--- config.mk ---
export PLATFORM = sky130hd
export DESIGN_NAME = csrTop
export DESIGN_NICKNAME = d
export VERILOG_FILES = /design/src/source/csrPkg.sv /design/src/source/csrExecIf.sv /design/src/source/csrDecode.sv /design/src/source/csrCounters.sv /design/src/source/csrPins.sv /design/src/source/csrTimer.sv /design/src/source/csrReadMerge.sv /design/src/source/csrTop.sv
export SDC_FILE = /design/constraint.sdc
export NUM_CORES = 1
export LEC_CHECK = 0
export BUFFER_PORTS_ARGS = -buffer_cell sky130_fd_sc_hd__buf_2
export CAP_MARGIN = 20
export CELL_PAD_IN_SITES_DETAIL_PLACEMENT = 1
export CELL_PAD_IN_SITES_GLOBAL_PLACEMENT = 2
export CORE_AREA = 5 5 190 192
export CTS_BUF_LIST = sky130_fd_sc_hd__clkbuf_4 sky130_fd_sc_hd__clkbuf_8
export DETAILED_ROUTE_END_ITERATION = 12
export DIE_AREA = 0 0 195 197
export PLACE_DENSITY_LB_ADDON = 0.15
export SYNTH_ARGS = -nofsm -noshare
export SYNTH_HDL_FRONTEND = slang
export SYNTH_SLANG_ARGS = --single-unit
export TNS_END_PERCENT = 30
--- constraint.sdc ---
create_clock -name clk -period 3.33 [get_ports clk]
set_clock_uncertainty 0.2 [all_clocks]
set_input_delay 0.333 -clock clk [delete_from_list [all_inputs] [get_ports clk]]
set_output_delay 0.333 -clock clk [all_outputs]
set_load 0.005 [all_outputs]
--- src/source/csrPkg.sv ---
/*
 * Shared constants for the CSR block: widths, the CSR address map,
 * machine ID values and the one-hot select layout used between stages.
 * Referenced by scoped name from every RTL file and the testbench.
 */
`default_nettype none

package csrPkg;

    localparam int DataWidth = 32;
    localparam int AddrWidth = 12;
    localparam int OpWidth   = 3;

    // Modify codes from the core pipeline
    localparam logic [OpWidth-1:0] OpWrite = 3'b001;
    localparam logic [OpWidth-1:0] OpSet   = 3'b010;
    localparam logic [OpWidth-1:0] OpClear = 3'b011;

    localparam logic [AddrWidth-1:0] AddrIsa      = 12'h301;
    localparam logic [AddrWidth-1:0] AddrVendorId = 12'hF11;
    localparam logic [AddrWidth-1:0] AddrArchId   = 12'hF12;
    localparam logic [AddrWidth-1:0] AddrImpId    = 12'hF13;
    localparam logic [AddrWidth-1:0] AddrHartId   = 12'hF14;
    localparam logic [AddrWidth-1:0] AddrKhz      = 12'hFC0;
    localparam logic [AddrWidth-1:0] AddrPins     = 12'hBC1;
    localparam logic [AddrWidth-1:0] AddrTimer    = 12'hBC2;

    // Counter low words, high words sit 80h above
    localparam logic [AddrWidth-1:0] AddrHiOffset = 12'h080;
    localparam logic [AddrWidth-1:0] AddrMCycle   = 12'hB00;
    localparam logic [AddrWidth-1:0] AddrCycle    = 12'hC00;
    localparam logic [AddrWidth-1:0] AddrTime     = 12'hC01;
    localparam logic [AddrWidth-1:0] AddrMInstret = 12'hB02;
    localparam logic [AddrWidth-1:0] AddrInstret  = 12'hC02;
    localparam logic [AddrWidth-1:0] AddrMCycleH   = AddrMCycle + AddrHiOffset;
    localparam logic [AddrWidth-1:0] AddrCycleH    = AddrCycle + AddrHiOffset;
    localparam logic [AddrWidth-1:0] AddrTimeH     = AddrTime + AddrHiOffset;
    localparam logic [AddrWidth-1:0] AddrMInstretH = AddrMInstret + AddrHiOffset;
    localparam logic [AddrWidth-1:0] AddrInstretH  = AddrInstret + AddrHiOffset;

    localparam int unsigned ClockRate = 12_000_000; // Hz
    localparam logic [DataWidth-1:0] IsaValue      = 32'h4000_0100; // RV32I
    localparam logic [DataWidth-1:0] VendorIdValue = 32'd0;
    localparam logic [DataWidth-1:0] ArchIdValue   = 32'd23;
    localparam logic [DataWidth-1:0] ImpIdValue    = 32'd0;
    localparam logic [DataWidth-1:0] HartIdValue   = 32'd0;
    localparam logic [DataWidth-1:0] KhzValue      = ClockRate / 1000;

    // Bit positions in the one-hot select
    localparam int SelCount     = 12;
    localparam int SelIsa       = 0;
    localparam int SelVendor    = 1;
    localparam int SelArch      = 2;
    localparam int SelImp       = 3;
    localparam int SelHart      = 4;
    localparam int SelKhz       = 5;
    localparam int SelCycleLo   = 6;
    localparam int SelCycleHi   = 7;
    localparam int SelInstretLo = 8;
    localparam int SelInstretHi = 9;
    localparam int SelPins      = 10;
    localparam int SelTimer     = 11;

    localparam int PinCount = 4;
    localparam logic [PinCount-1:0] PinsResetValue = 4'b0001;
    localparam int TimerWidth = 32;

endpackage

`default_nettype wire

--- src/source/csrExecIf.sv ---
/*
 * Execute-stage command from the decode stage to the CSR units.
 * Valid for exactly one cycle; a unit acts only when its sel bit is set.
 */
`timescale 1ns/1ps
`default_nettype none

interface csrExecIf;

    logic [csrPkg::SelCount-1:0]  sel;     // One-hot or zero
    logic                         opWrite;
    logic                         opSet;
    logic                         opClear;
    logic [csrPkg::DataWidth-1:0] wdata;

    // Driven by the decode stage
    modport stage (output sel, opWrite, opSet, opClear, wdata);

    // Read by every unit
    modport unit (input sel, opWrite, opSet, opClear, wdata);

endinterface

`default_nettype wire

--- src/source/csrDecode.sv ---
/*
 * D stage of a CSR access. Matches the address against the map,
 * reports valid combinationally and registers a one-hot select plus
 * the decoded operation flags for the execute stage.
 */
`timescale 1ns/1ps
`default_nettype none

module csrDecode (
    input  wire                          clk,
    input  wire                          rstn,
    input  wire [csrPkg::AddrWidth-1:0]  addr,
    input  wire [csrPkg::OpWidth-1:0]    modify,
    input  wire [csrPkg::DataWidth-1:0]  wdata,
    output logic                         valid,
    csrExecIf.stage                      exec
);

    logic [csrPkg::SelCount-1:0] selNext;

    always_comb begin
        selNext = '0;
        selNext[csrPkg::SelIsa]    = (addr == csrPkg::AddrIsa);
        selNext[csrPkg::SelVendor] = (addr == csrPkg::AddrVendorId);
        selNext[csrPkg::SelArch]   = (addr == csrPkg::AddrArchId);
        selNext[csrPkg::SelImp]    = (addr == csrPkg::AddrImpId);
        selNext[csrPkg::SelHart]   = (addr == csrPkg::AddrHartId);
        selNext[csrPkg::SelKhz]    = (addr == csrPkg::AddrKhz);
        // Machine, user and time aliases all map onto one counter
        selNext[csrPkg::SelCycleLo] = (addr == csrPkg::AddrMCycle) |
                                      (addr == csrPkg::AddrCycle) |
                                      (addr == csrPkg::AddrTime);
        selNext[csrPkg::SelCycleHi] = (addr == csrPkg::AddrMCycleH) |
                                      (addr == csrPkg::AddrCycleH) |
                                      (addr == csrPkg::AddrTimeH);
        selNext[csrPkg::SelInstretLo] = (addr == csrPkg::AddrMInstret) |
                                        (addr == csrPkg::AddrInstret);
        selNext[csrPkg::SelInstretHi] = (addr == csrPkg::AddrMInstretH) |
                                        (addr == csrPkg::AddrInstretH);
        selNext[csrPkg::SelPins]  = (addr == csrPkg::AddrPins);
        selNext[csrPkg::SelTimer] = (addr == csrPkg::AddrTimer);
    end

    assign valid = |selNext; // Same cycle as addr

    always_ff @(posedge clk) begin
        if (!rstn) begin
            exec.sel     <= '0;
            exec.opWrite <= 1'b0;
            exec.opSet   <= 1'b0;
            exec.opClear <= 1'b0;
        end else begin
            exec.sel     <= selNext;
            exec.opWrite <= (modify == csrPkg::OpWrite);
            exec.opSet   <= (modify == csrPkg::OpSet);
            exec.opClear <= (modify == csrPkg::OpClear);
        end
    end

    always_ff @(posedge clk) begin
        exec.wdata <= wdata;
    end

endmodule

`default_nettype wire

--- src/source/csrCounters.sv ---
/*
 * Read-only 64-bit cycle and retired-instruction counters.
 * The low word carries into the high word one cycle later, which keeps
 * the adders at 32 bits. The selected word is registered into rdata.
 */
`timescale 1ns/1ps
`default_nettype none

module csrCounters (
    input  wire                          clk,
    input  wire                          rstn,
    csrExecIf.unit                       exec,
    input  wire                          retired,
    output logic [csrPkg::DataWidth-1:0] rdata
);

    // Bit 32 of a low half holds a pending carry
    logic [csrPkg::DataWidth:0]   cycleLo;
    logic [csrPkg::DataWidth-1:0] cycleHi;
    logic [csrPkg::DataWidth:0]   instretLo;
    logic [csrPkg::DataWidth-1:0] instretHi;

    always_ff @(posedge clk) begin
        if (!rstn) begin
            cycleLo   <= '0;
            cycleHi   <= '0;
            instretLo <= '0;
            instretHi <= '0;
        end else begin
            cycleLo   <= {1'b0, cycleLo[csrPkg::DataWidth-1:0]} + 1'b1;
            cycleHi   <= cycleHi + {{(csrPkg::DataWidth-1){1'b0}},
                                    cycleLo[csrPkg::DataWidth]};
            instretLo <= {1'b0, instretLo[csrPkg::DataWidth-1:0]} + retired;
            instretHi <= instretHi + {{(csrPkg::DataWidth-1){1'b0}},
                                      instretLo[csrPkg::DataWidth]};
        end
    end

    // E stage read, zero when not selected
    always_ff @(posedge clk) begin
        rdata <= (exec.sel[csrPkg::SelCycleLo] ?
                     cycleLo[csrPkg::DataWidth-1:0] : '0)
               | (exec.sel[csrPkg::SelCycleHi] ? cycleHi : '0)
               | (exec.sel[csrPkg::SelInstretLo] ?
                     instretLo[csrPkg::DataWidth-1:0] : '0)
               | (exec.sel[csrPkg::SelInstretHi] ? instretHi : '0);
    end

endmodule

`default_nettype wire

--- src/source/csrPins.sv ---
/*
 * Output pin register, e.g. for LEDs. Supports write, set and clear
 * on the low PinCount bits of wdata; reads return the pins zero-extended.
 */
`timescale 1ns/1ps
`default_nettype none

module csrPins (
    input  wire                          clk,
    input  wire                          rstn,
    csrExecIf.unit                       exec,
    output logic [csrPkg::PinCount-1:0]  outPins,
    output logic [csrPkg::DataWidth-1:0] rdata
);

    logic [csrPkg::PinCount-1:0] bits;

    assign bits = exec.wdata[csrPkg::PinCount-1:0];

    always_ff @(posedge clk) begin
        if (!rstn) begin
            outPins <= csrPkg::PinsResetValue;
        end else if (exec.sel[csrPkg::SelPins]) begin
            if (exec.opWrite) begin
                outPins <= bits;
            end else if (exec.opSet) begin
                outPins <= outPins | bits;
            end else if (exec.opClear) begin
                outPins <= outPins & ~bits;
            end
        end
    end

    always_ff @(posedge clk) begin
        rdata <= exec.sel[csrPkg::SelPins] ?
                 {{(csrPkg::DataWidth-csrPkg::PinCount){1'b0}}, outPins} : '0;
    end

endmodule

`default_nettype wire

--- src/source/csrTimer.sv ---
/*
 * Relative timer. A write loads the cycle count and arms the timer,
 * a clear disarms it. The request stays high while armed and expired.
 * Reads return nothing, so the timer address reads as zero.
 */
`timescale 1ns/1ps
`default_nettype none

module csrTimer (
    input  wire    clk,
    input  wire    rstn,
    csrExecIf.unit exec,
    output logic   irq
);

    logic [csrPkg::TimerWidth-1:0] count;
    logic                          timerOn;

    always_ff @(posedge clk) begin
        if (!rstn) begin
            count   <= '0;
            timerOn <= 1'b0;
            irq     <= 1'b0;
        end else begin
            // Count down to zero, request one edge later
            if (count == '0) begin
                irq <= timerOn;
            end else begin
                irq   <= 1'b0;
                count <= count - 1'b1;
            end

            if (exec.sel[csrPkg::SelTimer]) begin
                if (exec.opWrite) begin
                    timerOn <= 1'b1;
                    count   <= exec.wdata[csrPkg::TimerWidth-1:0]; // Overrides decrement
                end else if (exec.opClear) begin
                    timerOn <= 1'b0; // Any value disarms
                end
            end
        end
    end

endmodule

`default_nettype wire

--- src/source/csrReadMerge.sv ---
/*
 * E stage read of the ID and clock frequency constants, and the M stage
 * OR of all unit read words into the block's read data.
 */
`timescale 1ns/1ps
`default_nettype none

module csrReadMerge (
    input  wire                          clk,
    csrExecIf.unit                       exec,
    input  wire  [csrPkg::DataWidth-1:0] countersData,
    input  wire  [csrPkg::DataWidth-1:0] pinsData,
    output logic [csrPkg::DataWidth-1:0] rdata
);

    logic [csrPkg::DataWidth-1:0] idData;

    always_ff @(posedge clk) begin
        idData <= (exec.sel[csrPkg::SelIsa]    ? csrPkg::IsaValue      : '0)
                | (exec.sel[csrPkg::SelVendor] ? csrPkg::VendorIdValue : '0)
                | (exec.sel[csrPkg::SelArch]   ? csrPkg::ArchIdValue   : '0)
                | (exec.sel[csrPkg::SelImp]    ? csrPkg::ImpIdValue    : '0)
                | (exec.sel[csrPkg::SelHart]   ? csrPkg::HartIdValue   : '0)
                | (exec.sel[csrPkg::SelKhz]    ? csrPkg::KhzValue      : '0);
    end

    // Unselected words are zero, so OR acts as the mux
    assign rdata = idData | countersData | pinsData;

endmodule

`default_nettype wire

--- src/source/csrTop.sv ---
/*
 * CSR block of the core. An access is decoded in D, performed by the
 * units in E and merged in M; rdata is stable two edges after the access.
 * Plain ports towards the pipeline and the board.
 */
`timescale 1ns/1ps
`default_nettype none

module csrTop (
    input  wire                          clk,
    input  wire                          rstn,
    input  wire  [csrPkg::AddrWidth-1:0] addr,
    input  wire  [csrPkg::OpWidth-1:0]   modify,
    input  wire  [csrPkg::DataWidth-1:0] wdata,
    output logic [csrPkg::DataWidth-1:0] rdata,
    output logic                         valid,
    input  wire                          retired,
    output logic [csrPkg::PinCount-1:0]  outPins,
    output logic                         irqTimer
);

    logic [csrPkg::DataWidth-1:0] countersData;
    logic [csrPkg::DataWidth-1:0] pinsData;

    csrExecIf exec ();

    csrDecode uDecode (
        .clk    (clk),
        .rstn   (rstn),
        .addr   (addr),
        .modify (modify),
        .wdata  (wdata),
        .valid  (valid),
        .exec   (exec)
    );

    csrCounters uCounters (
        .clk     (clk),
        .rstn    (rstn),
        .exec    (exec),
        .retired (retired),
        .rdata   (countersData)
    );

    csrPins uPins (
        .clk     (clk),
        .rstn    (rstn),
        .exec    (exec),
        .outPins (outPins),
        .rdata   (pinsData)
    );

    csrTimer uTimer (
        .clk  (clk),
        .rstn (rstn),
        .exec (exec),
        .irq  (irqTimer)
    );

    csrReadMerge uReadMerge (
        .clk          (clk),
        .exec         (exec),
        .countersData (countersData),
        .pinsData     (pinsData),
        .rdata        (rdata)
    );

endmodule

`default_nettype wire

==> metrics <==
cell breakdown of the critical path=or4_4 > nor3_4 > or4b_1 > or4_1 > a31oi_1; P_leak=5.166 nW; syn nets=between 1,000 and 1,500; Slowest-stage cell, CP=or4_4; Fin. Hold Viols=0; clk_lat worst skew=0.58 ns; die area=38,420 sq um; Initial Util=0.3145; register area share after synthesis=0.4672; Post-Synthesis Cells=1,166; Period minus WS final=between 2 and 3 ns; core area=34,200 sq um; Largest stage delay, worst path=0.61 ns; Placer Congestion=0.7475; Worst Path Required=3.63 ns; vias in the first global route=roughly 9,000; Post-Route Setup TNS=0 ns; vias=slightly below 9,000; share of synthesized registers carrying an async set or reset=0; Syn-to-layout area delta=21.51%; Synth area leaders=dfxtp_1 (47%), xnor2_1 (7.2%), and2_1 (6.5%); n_diodes=0; Post CTS Setup Buffer Count=0; Total Wirelength=30,050 microns; post-DR wirelength/cell=16.78 microns; num rows=68; DR iter-0 viols=325; post-synthesis cell type count=53; CTS tree=yes; biggest area consumer among synthesized cells=dfxtp_1; layout net count=1,365; ys flop type=dfxtp_1; clock slew at reported path FFs=0.06 ns; CTS Buf Count=46; Die Wd=195 microns; worst hold path class=in -> reg; Worst Tran Pin Value=0.8614 ns; ANT nets after route=0; RSZ-0062 raised after global routing=no; H-tree depth=2; synthesized cell area=10,760 sq um; Final Slew Violations=0; # port buffers=87; Synth top area share=0.4672; FF+latch count, synth=~250; FMAX=roughly 0.37 GHz; detailed-route DRC error count=0; Final HPWL DP=20,600 microns; share of cells above drive strength 1=0.1519; gr usage total=0.1546; largest net degree at the start of global routing=72; Post-CTS Hold Buffers=55; syn_area_per_cell=a little over 9 sq um; Place WS=0.6433 ns; Die Ht=197 microns; Post-synth EDFFs=0; final setup vio count=0; Slew headroom=0.4213; CP arrival=around 3 ns; final setup margin=around 0.63 ns; antenna violations before repair=0; first-pass GRT wire length=just under 50,000 microns; Root Driver=clkbuf_8; Ports=just under 90; Max-cap violations=0; post-CTS sizing=0; status=completed; CP Max Fanout=9; DR pass1 iterations=4; final period utilization=0.8111; Max clock buf depth=3; CP Class=reg -> reg; Syn. warnings=0; grt ovf=0; Worst IR Drop VDD=between 400 and 500 uV; CTS sink count=251; Worst setup EP type=flip-flop; CP Launch Type=flip-flop; Power Density=roughly 640 nW/um^2; Vias/cell=4.887
-- synthesized netlist by cell type, types with 5 or more instances --
master    count
nand2_1      89
xnor2_1      89
a21oi_1      22
or3_1        25
or2_2        12
nor4b_1       5
a211oi_1      7
nand3_1      62
dfxtp_1     251
buf_4        18
a31oi_1      10
clkbuf_1     53
and3_1       18
inv_1        11
or4_1         8
nor2_1       29
a22oi_1      65
a21boi_0     17
xor2_1       30
nand2b_1     10
and2_1      111
nor4_1       22
nor3_1       28
o21ai_0      54
nor2b_1      10
nand4_1      45
and4_1       15
ha_1          9
-- sequential cells by signal (all words and copies together), names as in the netlist, 3 cells and up, named ones only --
register             cells
uCounters.cycleHi       32
uCounters.cycleLo       33
uCounters.instretHi     32
uCounters.instretLo     33
uCounters.rdata         32
uDecode.exec.sel         9
uDecode.exec.wdata      32
uPins.rdata              4
uReadMerge.idData        3
uTimer.count            32
-- layer usage --
metal	share of wire	routed length (microns)	global-route usage
met5	0	0	0
met4	0.021	638	0.04344
met3	0.036	1084	0.03282
met2	0.47	14120	0.2619
met1	0.47	14200	0.2004
-- logic make-up after synthesis --
kind of cell | count (synthesis) | synth area share
buffers and inverters | 83 | 0.03536
AOI/OAI and AO/OA | 193 | 0.1177
muxes | 4 | 0.003723
and+or+nand+nor | 507 | 0.2686
DFF | 251 | 0.4672
adders and majority gates | 9 | 0.01047
xor gates and xnor gates | 119 | 0.09691
-- path summary, 6_finish.rpt --
check / start / endpoint / slack (ns) / cells past startpoint
max: uTimer.count[15] / uTimer.count[26] / 0.63 / 5
min: rstn / flip-flop / 0.06 / 2
min reg2reg: uDecode.exec.sel[2] / uReadMerge.idData[4] / 0.13 / 0
max reg2reg: uTimer.count[15] / uTimer.count[26] / 0.63 / 5
-- area by class of cell --
| cell class | count | area, sq um |
|---|---|---|
| multi-input combinational | 832 | 5350 |
| clock buffer | 74 | 905.9 |
| clock inverter | 4 | 23.77 |
| fill | 3992 | 21130 |
| sequential | 251 | 5025 |
| timing repair buffer | 164 | 1154 |
| inverter | 11 | 41.29 |
| tap | 455 | 569.3 |
-- stage by stage --
stage	util	std cells	hold WS (ns)	power [mW]	cell area, sq um
finish	0.3821	1791	0.06082	8.337	13070
global route	0.3821	1791	0.07055	8.893	13070
floorplan	-	1166	0.1096	4.892	10760
global placement	0.3388	1658	0.1140	5.370	11590
detailed placement	0.3388	1658	0.1165	5.390	11590
CTS	0.3821	1791	0.005818	8.514	13070
-- critical path: cells and delay by family (launching register included) --
kind	cells	cell delay, ns
compound gates	1	0.16
simple gates	4	1.91
flops	1	0.36
-- where the power goes --
group | internal (mW) | total, mW | switching (mW)
combinational | 0.824 | 1.95 | 1.13
clock | 1.70 | 2.97 | 1.26
sequential | 3.22 | 3.42 | 0.204
-- placed cells by master (no fill, tap or decap), drive strengths merged, types with 17 or more instances in the layout --
master / count
or3: 25
nand2: 89
o21ai: 54
nor3: 29
dfxtp: 251
dlygate4sd3: 55
buf: 109
nand4: 45
a22oi: 65
nor2: 29
a21oi: 22
and3: 18
a21boi: 17
xnor2: 89
and2: 111
clkbuf: 74
xor2: 30
nor4: 24
nand3: 62
Power figures use the tool's default switching activity.
